===== config.mk =====
export PLATFORM = sky130hd
export DESIGN_NAME = i3c_monitor_top
export DESIGN_NICKNAME = d
export VERILOG_FILES = /design/src/i3c_bus_pkg.sv /design/src/i3c_event_pkg.sv /design/src/i3c_bus_sampler.sv /design/src/target_reset_detector.sv /design/src/i3c_bus_monitor.sv /design/src/i3c_event_reporter.sv /design/src/i3c_monitor_top.sv
export SDC_FILE = /design/constraint.sdc
export NUM_CORES = 1
export LEC_CHECK = 0
export BUFFER_PORTS_ARGS = -buffer_cell sky130_fd_sc_hd__buf_2
export CAP_MARGIN = 20
export CORE_MARGIN = 5
export CORE_UTILIZATION = 45
export CTS_CLUSTER_SIZE = 8
export DETAILED_ROUTE_END_ITERATION = 8
export PLACE_DENSITY_LB_ADDON = 0.2
export SETUP_SLACK_MARGIN = 0.02
export SYNTH_ARGS = -nofsm -noshare
export SYNTH_HDL_FRONTEND = slang
export SYNTH_SLANG_ARGS = --single-unit

===== constraint.sdc =====
create_clock -name clk_i -period 3.5 [get_ports clk_i]
set_input_delay 0.175 -clock clk_i [delete_from_list [all_inputs] [get_ports clk_i]]
set_output_delay 0.175 -clock clk_i [all_outputs]
set_load 0.1 [all_outputs]

===== src/i3c_bus_pkg.sv =====
// Pin sampling constants for the I3C bus monitor
// SYNC_STAGES must be at least 2 and STABLE_CYCLES at least 2
// The testbench sizes its pin hold times from these values
`default_nettype none

package i3c_bus_pkg;

  // Flip-flops in each pin synchronizer
  localparam int unsigned SYNC_STAGES = 2;

  // Equal consecutive samples before a pin level is accepted
  localparam int unsigned STABLE_CYCLES = 4;

  // Width of the stability counter, counts 0 .. STABLE_CYCLES-1
  localparam int unsigned STABLE_CNT_W = $clog2(STABLE_CYCLES);

  // Cycles from a pin change to the filtered level and its pulses
  localparam int unsigned SAMPLE_LATENCY = SYNC_STAGES + STABLE_CYCLES;

endpackage

`default_nettype wire


===== src/i3c_event_pkg.sv =====
// Event codes and pattern lengths for the I3C bus monitor
// Codes are reported to the host over the req/ack handshake
`default_nettype none

package i3c_event_pkg;

  localparam int unsigned EVENT_W = 2;

  typedef enum logic [EVENT_W-1:0] {
    EV_NONE         = 2'd0,
    EV_HDR_EXIT     = 2'd1,
    EV_TARGET_RESET = 2'd2
  } event_code_t;

  // SDA falling edges with SCL low in the HDR exit pattern
  localparam int unsigned HDR_EXIT_EDGES = 4;

  // Minimum SDA falling edges with SCL low in the Target Reset pattern
  localparam int unsigned TRST_EDGES = 7;
  localparam int unsigned TRST_CNT_W = $clog2(TRST_EDGES + 1);

endpackage

`default_nettype wire


===== src/i3c_bus_sampler.sv =====
// Synchronizes and filters raw SCL/SDA and derives bus conditions
// Outputs lag the pins by SYNC_STAGES + STABLE_CYCLES cycles
// Pin pulses shorter than STABLE_CYCLES are dropped; idle bus reads high
`timescale 1ns/1ps
`default_nettype none

module i3c_bus_sampler
  import i3c_bus_pkg::*;
(
  input  logic clk_i,
  input  logic rst_ni,
  input  logic scl_i,
  input  logic sda_i,
  output logic scl_high_o,
  output logic scl_low_o,
  output logic sda_high_o,
  output logic sda_low_o,
  output logic scl_pos_o,
  output logic scl_neg_o,
  output logic sda_pos_o,
  output logic sda_neg_o,
  output logic start_det_o,
  output logic rstart_det_o,
  output logic stop_det_o
);

  // Index 0 is SCL, index 1 is SDA
  logic [1:0]              pin_raw;
  logic [1:0]              pin_sync;
  logic [SYNC_STAGES-1:0]  sync_q [2];
  logic [STABLE_CNT_W-1:0] stable_cnt_q [2];
  logic [1:0]              level_q;
  logic [1:0]              rise_q;
  logic [1:0]              fall_q;
  logic                    start_cond;
  logic                    in_xfer_q;

  assign pin_raw = {sda_i, scl_i};

  always_ff @(posedge clk_i or negedge rst_ni) begin
    if (!rst_ni) begin
      for (int i = 0; i < 2; i++) begin
        sync_q[i] <= '1;
      end
    end else begin
      for (int i = 0; i < 2; i++) begin
        sync_q[i] <= {sync_q[i][SYNC_STAGES-2:0], pin_raw[i]};
      end
    end
  end

  assign pin_sync = {sync_q[1][SYNC_STAGES-1], sync_q[0][SYNC_STAGES-1]};

  // A new level is taken once the synchronized pin has differed
  // from the current level for STABLE_CYCLES samples in a row
  always_ff @(posedge clk_i or negedge rst_ni) begin
    if (!rst_ni) begin
      level_q <= 2'b11;
      rise_q  <= 2'b00;
      fall_q  <= 2'b00;
      for (int i = 0; i < 2; i++) begin
        stable_cnt_q[i] <= '0;
      end
    end else begin
      rise_q <= 2'b00;
      fall_q <= 2'b00;
      for (int i = 0; i < 2; i++) begin
        if (pin_sync[i] == level_q[i]) begin
          stable_cnt_q[i] <= '0;
        end else if (stable_cnt_q[i] == STABLE_CNT_W'(STABLE_CYCLES - 1)) begin
          stable_cnt_q[i] <= '0;
          level_q[i]      <= pin_sync[i];
          rise_q[i]       <= pin_sync[i];
          fall_q[i]       <= !pin_sync[i];
        end else begin
          stable_cnt_q[i] <= stable_cnt_q[i] + 1'b1;
        end
      end
    end
  end

  // SDA edges with SCL high are bus conditions
  assign start_cond = fall_q[1] & level_q[0];
  assign stop_det_o = rise_q[1] & level_q[0];

  // Tracks an open transfer so a second START is reported as Sr
  always_ff @(posedge clk_i or negedge rst_ni) begin
    if (!rst_ni) begin
      in_xfer_q <= 1'b0;
    end else if (stop_det_o) begin
      in_xfer_q <= 1'b0;
    end else if (start_cond) begin
      in_xfer_q <= 1'b1;
    end
  end

  assign start_det_o  = start_cond & !in_xfer_q;
  assign rstart_det_o = start_cond & in_xfer_q;

  assign scl_high_o = level_q[0];
  assign scl_low_o  = !level_q[0];
  assign sda_high_o = level_q[1];
  assign sda_low_o  = !level_q[1];
  assign scl_pos_o  = rise_q[0];
  assign scl_neg_o  = fall_q[0];
  assign sda_pos_o  = rise_q[1];
  assign sda_neg_o  = fall_q[1];

endmodule

`default_nettype wire


===== src/target_reset_detector.sv =====
// Detects the Target Reset pattern: TRST_EDGES or more SDA falls with
// SCL low, then Sr, then P. Only a repeated START arms the detector,
// so the pattern must sit inside an open transfer
`timescale 1ns/1ps
`default_nettype none

module target_reset_detector
  import i3c_event_pkg::*;
(
  input  logic clk_i,
  input  logic rst_ni,
  input  logic enable_i,
  input  logic scl_low_i,
  input  logic sda_neg_i,
  input  logic rstart_det_i,
  input  logic stop_det_i,
  output logic target_reset_detect_o
);

  logic [TRST_CNT_W-1:0] edge_cnt_q;
  logic                  armed_q;
  logic                  scl_low_q;
  logic                  scl_fall;
  logic                  cnt_full;

  // SCL falling marks the end of a high phase
  always_ff @(posedge clk_i or negedge rst_ni) begin
    if (!rst_ni) begin
      scl_low_q <= 1'b0;
    end else begin
      scl_low_q <= scl_low_i;
    end
  end

  assign scl_fall = scl_low_i & !scl_low_q;
  assign cnt_full = (edge_cnt_q == TRST_CNT_W'(TRST_EDGES));

  always_ff @(posedge clk_i or negedge rst_ni) begin
    if (!rst_ni) begin
      edge_cnt_q <= '0;
      armed_q    <= 1'b0;
    end else if (!enable_i || stop_det_i) begin
      edge_cnt_q <= '0;
      armed_q    <= 1'b0;
    end else if (rstart_det_i) begin
      // Sr arms only after enough edges, otherwise starts over
      edge_cnt_q <= '0;
      armed_q    <= cnt_full;
    end else if (scl_fall) begin
      // SCL went high and low again without Sr, or Sr without P
      edge_cnt_q <= '0;
      armed_q    <= 1'b0;
    end else if (sda_neg_i && scl_low_i && !cnt_full) begin
      edge_cnt_q <= edge_cnt_q + 1'b1;
    end
  end

  // Same cycle as the STOP
  assign target_reset_detect_o = enable_i & armed_q & stop_det_i;

endmodule

`default_nettype wire


===== src/i3c_bus_monitor.sv =====
// Pattern detection on the filtered bus: HDR exit and Target Reset
// HDR mode is supplied by the host; no HDR entry logic here
// Detect outputs are single-cycle pulses in the cycle of the STOP
`timescale 1ns/1ps
`default_nettype none

module i3c_bus_monitor
  import i3c_event_pkg::*;
(
  input  logic clk_i,
  input  logic rst_ni,
  input  logic enable_i,
  input  logic hdr_mode_i,
  input  logic scl_low_i,
  input  logic sda_high_i,
  input  logic sda_neg_i,
  input  logic rstart_det_i,
  input  logic stop_det_i,
  output logic hdr_exit_detect_o,
  output logic target_reset_detect_o
);

  // One-hot edge counter, the set bit walks down one place per SDA fall
  logic [HDR_EXIT_EDGES:0] hdr_edge_q;
  logic                    hdr_armed_q;
  logic                    hdr_arm;

  assign hdr_arm = hdr_mode_i & scl_low_i & sda_high_i;

  always_ff @(posedge clk_i or negedge rst_ni) begin
    if (!rst_ni) begin
      hdr_edge_q  <= {1'b1, {HDR_EXIT_EDGES{1'b0}}};
      hdr_armed_q <= 1'b0;
    end else if (!enable_i || stop_det_i) begin
      hdr_edge_q  <= {1'b1, {HDR_EXIT_EDGES{1'b0}}};
      hdr_armed_q <= 1'b0;
    end else if (hdr_arm) begin
      hdr_armed_q <= 1'b1;
    end else if (hdr_armed_q && sda_neg_i && scl_low_i) begin
      // Runs out to all zeros after too many edges
      hdr_edge_q <= {1'b0, hdr_edge_q[HDR_EXIT_EDGES:1]};
    end
  end

  assign hdr_exit_detect_o = enable_i & hdr_edge_q[0] & stop_det_i;

  target_reset_detector u_trst_det (
    .clk_i,
    .rst_ni,
    .enable_i,
    .scl_low_i,
    .sda_neg_i,
    .rstart_det_i,
    .stop_det_i,
    .target_reset_detect_o
  );

endmodule

`default_nettype wire


===== src/i3c_event_reporter.sv =====
// Reports detected events to the host over a four-phase req/ack
// One pending flag per event kind; repeats while pending are merged
// HDR exit goes first when both kinds are pending
`timescale 1ns/1ps
`default_nettype none

module i3c_event_reporter
  import i3c_event_pkg::*;
(
  input  logic        clk_i,
  input  logic        rst_ni,
  input  logic        hdr_exit_det_i,
  input  logic        target_reset_det_i,
  input  logic        event_ack_i,
  output logic        event_req_o,
  output event_code_t event_code_o
);

  typedef enum logic [1:0] {
    ST_IDLE,
    ST_REQ,
    ST_ACK_LOW
  } rep_state_e;

  rep_state_e  state_q;
  event_code_t code_q;
  logic        hdr_pend_q;
  logic        trst_pend_q;
  logic        hdr_avail;
  logic        trst_avail;
  logic        ack_taken;

  // A detect pulse counts as pending in its own cycle
  assign hdr_avail  = hdr_pend_q | hdr_exit_det_i;
  assign trst_avail = trst_pend_q | target_reset_det_i;
  assign ack_taken  = (state_q == ST_REQ) & event_ack_i;

  // A new detect in the ack cycle wins and is reported again
  always_ff @(posedge clk_i or negedge rst_ni) begin
    if (!rst_ni) begin
      hdr_pend_q  <= 1'b0;
      trst_pend_q <= 1'b0;
    end else begin
      hdr_pend_q  <= hdr_exit_det_i |
                     (hdr_pend_q & !(ack_taken && code_q == EV_HDR_EXIT));
      trst_pend_q <= target_reset_det_i |
                     (trst_pend_q & !(ack_taken && code_q == EV_TARGET_RESET));
    end
  end

  always_ff @(posedge clk_i or negedge rst_ni) begin
    if (!rst_ni) begin
      state_q <= ST_IDLE;
      code_q  <= EV_NONE;
    end else begin
      case (state_q)
        ST_IDLE: begin
          if (hdr_avail) begin
            code_q  <= EV_HDR_EXIT;
            state_q <= ST_REQ;
          end else if (trst_avail) begin
            code_q  <= EV_TARGET_RESET;
            state_q <= ST_REQ;
          end
        end
        ST_REQ: begin
          if (event_ack_i) begin
            state_q <= ST_ACK_LOW;
          end
        end
        ST_ACK_LOW: begin
          // Host must drop ack before the next request
          if (!event_ack_i) begin
            code_q  <= EV_NONE;
            state_q <= ST_IDLE;
          end
        end
        default: begin
          code_q  <= EV_NONE;
          state_q <= ST_IDLE;
        end
      endcase
    end
  end

  assign event_req_o  = (state_q == ST_REQ);
  assign event_code_o = code_q;

endmodule

`default_nettype wire


===== src/i3c_monitor_top.sv =====
// Passive I3C bus monitor: sampler, pattern monitor and event reporter
// Never drives the bus; event_code_o is valid while event_req_o is high
`timescale 1ns/1ps
`default_nettype none

module i3c_monitor_top
  import i3c_event_pkg::*;
(
  input  logic        clk_i,
  input  logic        rst_ni,
  input  logic        scl_i,
  input  logic        sda_i,
  input  logic        enable_i,
  input  logic        hdr_mode_i,
  input  logic        event_ack_i,
  output logic        event_req_o,
  output event_code_t event_code_o
);

  logic scl_low;
  logic sda_high;
  logic sda_neg;
  logic rstart_det;
  logic stop_det;
  logic hdr_exit_det;
  logic target_reset_det;

  // Levels and pulses the pattern monitor does not need stay open
  i3c_bus_sampler u_sampler (
    .clk_i,
    .rst_ni,
    .scl_i,
    .sda_i,
    .scl_high_o   (),
    .scl_low_o    (scl_low),
    .sda_high_o   (sda_high),
    .sda_low_o    (),
    .scl_pos_o    (),
    .scl_neg_o    (),
    .sda_pos_o    (),
    .sda_neg_o    (sda_neg),
    .start_det_o  (),
    .rstart_det_o (rstart_det),
    .stop_det_o   (stop_det)
  );

  i3c_bus_monitor u_monitor (
    .clk_i,
    .rst_ni,
    .enable_i,
    .hdr_mode_i,
    .scl_low_i             (scl_low),
    .sda_high_i            (sda_high),
    .sda_neg_i             (sda_neg),
    .rstart_det_i          (rstart_det),
    .stop_det_i            (stop_det),
    .hdr_exit_detect_o     (hdr_exit_det),
    .target_reset_detect_o (target_reset_det)
  );

  i3c_event_reporter u_reporter (
    .clk_i,
    .rst_ni,
    .hdr_exit_det_i     (hdr_exit_det),
    .target_reset_det_i (target_reset_det),
    .event_ack_i,
    .event_req_o,
    .event_code_o
  );

endmodule

`default_nettype wire


# [Yosys cells after proc, flatten, opt, wreduce, memory -nomap -nowiden]
# Index checks and enable logic that the tools add are counted.
[classes] addsub=3 eq_ne=13 muxes=34 bitwise=20 n_reduce_logical=26
[ops] op="$mux W2" n=10
[ops] op="$mux W1" n=15
[ops] op="$mux W5" n=3
[ops] op="$and A1 B1 Y1" n=13
[ops] op="$mux W3" n=4
[ops] op="$pmux W2 S3" n=2
[ops] op="$eq A2 B2 Y1 const B" n=4
[ops] op="$logic_not A1 Y1" n=8
[ops] op="$logic_and A1 B1 Y1" n=6
[ops] op="$ne A2 B2 Y1 const B" n=3
[ops] op="$reduce_and A2 Y1" n=3
[ops] op="$reduce_and A3 Y1" n=2
[ops] op="$reduce_bool A2 Y1" n=3
[ops] op="$add A2 B1 Y2 const B" n=2
[ops] op="$eq A2 B1 Y1 const B" n=2
[ops] op="$or A1 B1 Y1" n=4
[ops] op="$reduce_bool A4 Y1" n=1
[ops] op="$add A3 B1 Y3 const B" n=1
[ops] op="$eq A3 B3 Y1 const B" n=1
[ops] op="$ne A3 B1 Y1 const B" n=1
[ops] op="$not A1 Y1" n=3
[ops] op="$reduce_bool A3 Y1" n=1
[ops] op="$eq A1 B1 Y1" n=2
[ops] op="$logic_not A2 Y1" n=1
[ops] op="$logic_or A1 B1 Y1" n=1
[word_totals] register_bits=32

# [Depth between registers and ports, before layout]
[depth] word_depth=7 ltp_mapped=5

# [Cells and area by module]
# A second synthesis with hierarchy kept.
[unflattened] cells_unflattened=115 area_unflattened_um2=1367.6
[by_module_without_submodules] module="i3c_bus_sampler" n_inst=1 cells_each=39 area_each_um2=531.8 seq_area_each_um2=382.9
[by_module_without_submodules] module="i3c_event_reporter" n_inst=1 cells_each=30 area_each_um2=314.1 seq_area_each_um2=150.1
[by_module_without_submodules] module="i3c_bus_monitor" n_inst=1 cells_each=25 area_each_um2=271.5 seq_area_each_um2=151.4
[by_module_without_submodules] module="target_reset_detector" n_inst=1 cells_each=21 area_each_um2=250.2 seq_area_each_um2=125.1

# [Worst setup path before layout]
# Ideal clock, no wire load.
[synth_timing] kind="reg2reg" from="reg u_reporter.state_q[1]" to="reg u_reporter.hdr_pend_q" setup_ns=0.118 arrival_time_ns=1.631 slack_ns=1.751 path_stages_with_launch=4 cell_sequence="dfrtp_1 > and2b_1 > nand4b_1 > a21o_1"
[synth_via] elab_chain_len=6
[synth_lines] item="from (decl)" line="i3c_event_reporter.sv:25" text="rep_state_e state_q;"
[synth_lines] item="from (signal assigned)" line="i3c_event_reporter.sv:53" text="state_q <= ST_IDLE;"
[synth_lines] item="from (signal assigned)" line="i3c_event_reporter.sv:60" text="state_q <= ST_REQ;"
[synth_lines] item="from (signal assigned)" line="i3c_event_reporter.sv:63" text="state_q <= ST_REQ;"
[synth_lines] item="$eq A2 B1 Y1"
[synth_lines] item="via event_req_o" line="i3c_monitor_top.sv:16" text="output logic event_req_o,"
[synth_lines] item="$and A1 B1 Y1" line="i3c_event_reporter.sv:36" text="assign ack_taken = (state_q == ST_REQ) & event_ack_i;"
[synth_lines] item="$logic_and A1 B1 Y1" line="i3c_event_reporter.sv:45" text="(hdr_pend_q & !(ack_taken && code_q == EV_HDR_EXIT));"
[synth_lines] item="$logic_not A1 Y1" line="i3c_event_reporter.sv:45"
[synth_lines] item="$and A1 B1 Y1" line="i3c_event_reporter.sv:45"
[synth_lines] item="$or A1 B1 Y1" line="i3c_event_reporter.sv:44" text="hdr_pend_q <= hdr_exit_det_i |"
[synth_lines] item="to (signal assigned)" line="i3c_event_reporter.sv:44"
[synth_lines] item="to (decl)" line="i3c_event_reporter.sv:27" text="logic hdr_pend_q;"
# The timed path passes the listed nets, and every way through them passes these cells.
# A chain may end at the register's enable or synchronous reset.

# [Worst setup path after layout]
[layout_timing] from="reg u_reporter.state_q[1]" to="out event_req_o"
[layout_via] elab_chain_len=1
[layout_lines] item="$eq A2 B1 Y1" line="i3c_event_reporter.sv:86" text="assign event_req_o = (state_q == ST_REQ);"
[layout_lines] item="to (decl)" line="i3c_monitor_top.sv:16"
# No other way between the ends.

==> impl_results.md <==
- Status: finished clean
- Top-count cell post-synth: dfrtp_1
- Critical path peak fanout: 8
- Share of cells above drive strength 1: 24.0%
- Global Route Usage Sum: 12.5%
- Drt pass-1 iters: 4
- #FFs+latches synth: 30
- Buf/Inv on CP: 1
- Maximum clock path buffer count: 2
- GP Congestion: 0.728
- Fillers: 258
- Post-synthesis sequential area ratio: 58.1%
- Multi-input gate area: 528 um^2
- RR Startpoint: u_monitor.u_trst_det.edge_cnt_q[0]
- Largest incremental delay on the critical path: 0.46 ns
- Reg2reg setup slack: 1.96 ns
- DR vias/cell: 5.56
- Initial Util: 47.4%
- Hold EP: u_reporter.state_q[0]
- Rows: 19
- Warnings, synthesis: 0
- Fin area: 1470 um^2
- Power Density: 512 nW/um^2
- I/O pins: 10
- Top FF cell, synth: dfrtp_1
- Max-cap violations: 0
- Post-synth EDFFs: 0
- Critical Path RT: 3.32 ns
- Post-synth top cells: dfrtp_1, a21oi_1, o21ai_0
- Slowest CP cell: dfrtp_1
- Violation count after the first detailed-route iteration: 32
- Crit path DAT: 1.52 ns
- Max Fclk: 0.589 GHz
- P&R area growth vs syn: 12.4%
- Setup TNS: 0 ns
- Post-synthesis net count: 118
- Detailed Place HPWL: 1550 um
- Setup ws final: 1.80 ns
- Htree depth: 2
- Top-area cell type share of the netlist area: 44.1%
- Synth Instances: 107
- Final setup violation count: 0
- CP top delay family: flip-flops
- Root Driver: clkbuf_4
- Die Wd: 63.9 um
- Layout Nets: 136
- Peak supply drop: 0.372 mV
- Largest net degree at the start of global routing: 31
- Min Tclk post-route: 1.70 ns
- ANT cells: 0
- DR WL/cell: 13.9 um
- Worst slew pin tran: 0.644 ns
- Die Area: 4080 um^2
- Critical Path, Cell by Cell: and2b_1 > buf_2
- Slew Limit Fails: 0
- Initial antenna violation count: 0
- Hold path depth: 2
- Crit end category: primary output
- Hold crit path type: in -> reg
- Worst reg2reg path depth: 5
- Dpl ws: 1.96 ns
- Wirelength, routed: 2160 um
- DRT antenna net count: 0
- CTS Buf Count: 5
- Dpl cell area: 1380 um^2
- Core ar.: 2760 um^2
- Synth unique cells: 37
- Clock-pin slew on the worst setup and hold paths: 0.08 ns
- Leakage: 0.652 nW
- Largest cells by area after synthesis: dfrtp_1, dfstp_2, ha_1
- Die height: 63.9 um
- Vias in the first global route: 891
- Drt drc: 0
- Cell area after synthesis: 1310 um^2
- First-pass GRT wire length: 3970 um
- Worst relative slew slack: 57.1%
- PnR Total Power: 0.752 mW
- HP Start: event_ack_i
- Post-CTS setup buffer count: 0
- RSZ-0062 raised after global routing: no
- Skew-Pair Late Insertion Delay: 0.32 ns
- Synthesized area per cell: 12.2 um^2
- Kind of critical path: reg -> out
- FF-to-FF End: u_monitor.u_trst_det.edge_cnt_q[2]
- Post-synthesis async set-or-reset flop share: 100%
- Register area: 759 um^2
- Final hold violations: 0
- Yosys top cell by area: dfrtp_1
- Crit path launch type: flop
- CTS tree: built
- Clk sinks: 30
- Port-buffer cells: 9
- Period utilization: 48.5%
- Gr ovfl total: 0
- Vias: 868
- Clock Skews: 0.00952 ns
per-layer routing:
layer	up-vias	track usage, %	share of wire (%)
li1	423	-	-
met3	7	4.03	3.9
met2	14	19.3	49
met1	424	15.4	44
met5	-	0	0
met4	0	7.01	2.5
state kept, by name, indices dropped and copies added, names as in the netlist, 2 cells and up:
signal                           count
u_sampler.sync_q                     2
u_reporter.event_code_o              2
u_sampler.pin_sync                   2
u_monitor.u_trst_det.edge_cnt_q      3
u_sampler.level_q                    2
u_sampler.stable_cnt_q               4
u_reporter.state_q                   2
u_monitor.hdr_edge_q                 5
logic make-up (layout without fill, tap and decap cells):
logic type | Yosys count | after routing | share of synthesized area [%]
multiplexers | 3 | 3 | 2.59
adder cells (fa/ha/maj) | 4 | 4 | 3.83
AND/OR/NAND/NOR | 37 | 37 | 19.1
XOR/XNOR | 3 | 3 | 2.01
flip-flops | 30 | 30 | 58.1
AO/OA/AOI/OAI | 26 | 26 | 12.9
buffers and inverters | 4 | 22 | 1.44
how the worst max path moves through the flow:
stage	endpoint	startpoint	cells past startpoint
after floorplan	u_reporter.hdr_pend_q	u_reporter.state_q[1]	3
after global placement	u_monitor.u_trst_det.edge_cnt_q[1]	u_monitor.u_trst_det.edge_cnt_q[0]	5
after detailed placement	u_monitor.u_trst_det.edge_cnt_q[2]	u_monitor.u_trst_det.edge_cnt_q[0]	5
after CTS	event_req_o	u_reporter.state_q[1]	2
after global routing	event_req_o	u_reporter.state_q[1]	2
final	event_req_o	u_reporter.state_q[1]	2
stage by stage:
| step | cells | hold slack, ns | utilization, % |
|---|---|---|---|
| 6_report | 156 | 0.124 | 53.2 |
| 4_1_cts | 156 | 0.112 | 53.2 |
| 3_3_place_gp | 146 | 0.241 | 50.1 |
| 2_1_floorplan | 107 | -0.121 | - |
| 3_5_place_dp | 146 | 0.238 | 50.1 |
| 5_1_grt | 156 | 0.119 | 53.2 |
repair_timing:
action,4_1_cts,5_1_grt
resized for setup,0,0
hold endpoints to repair,25,0
hold buffers,3,0
cell type report:
class / instances / area share [%]
Clock buffer: 7 / 3.75
Inverter: 3 / 0.767
Multi-Input combinational cell: 73 / 36.0
Sequential cell: 30 / 51.7
Tap cell: 31 / 2.64
Timing Repair Buffer: 12 / 5.12
power by group:
| part | switching, mW | internal, mW | total (mW) | leakage [nW] |
|---|---|---|---|---|
| Combinational | 0.0558 | 0.0506 | 0.106 | 0.234 |
| Sequential | 0.0459 | 0.399 | 0.445 | 0.386 |
| Clock | 0.105 | 0.0946 | 0.200 | 0.0314 |
cell usage in the layout (no fill, tap or decap), types with 2 or more instances in the layout:
cell type      Yosys  final
a21oi_1            8      8
and2_1             2      2
and2b_1            2      2
buf_2              0      9
clkbuf_4           0      5
dfrtp_1           23     23
dfstp_2            7      7
dlygate4sd3_1      0      3
ha_1               4      4
inv_1              3      3
mux2i_1            2      2
nand2_1            7      7
nand3_1            6      6
nand4b_1           2      2
nor2_1             3      3
nor2b_1            2      2
nor3_1             2      2
nor3b_2            3      3
o21ai_0            8      8
o2bb2ai_1          2      2
xnor2_1            2      2
Power figures use the tool's default switching activity.
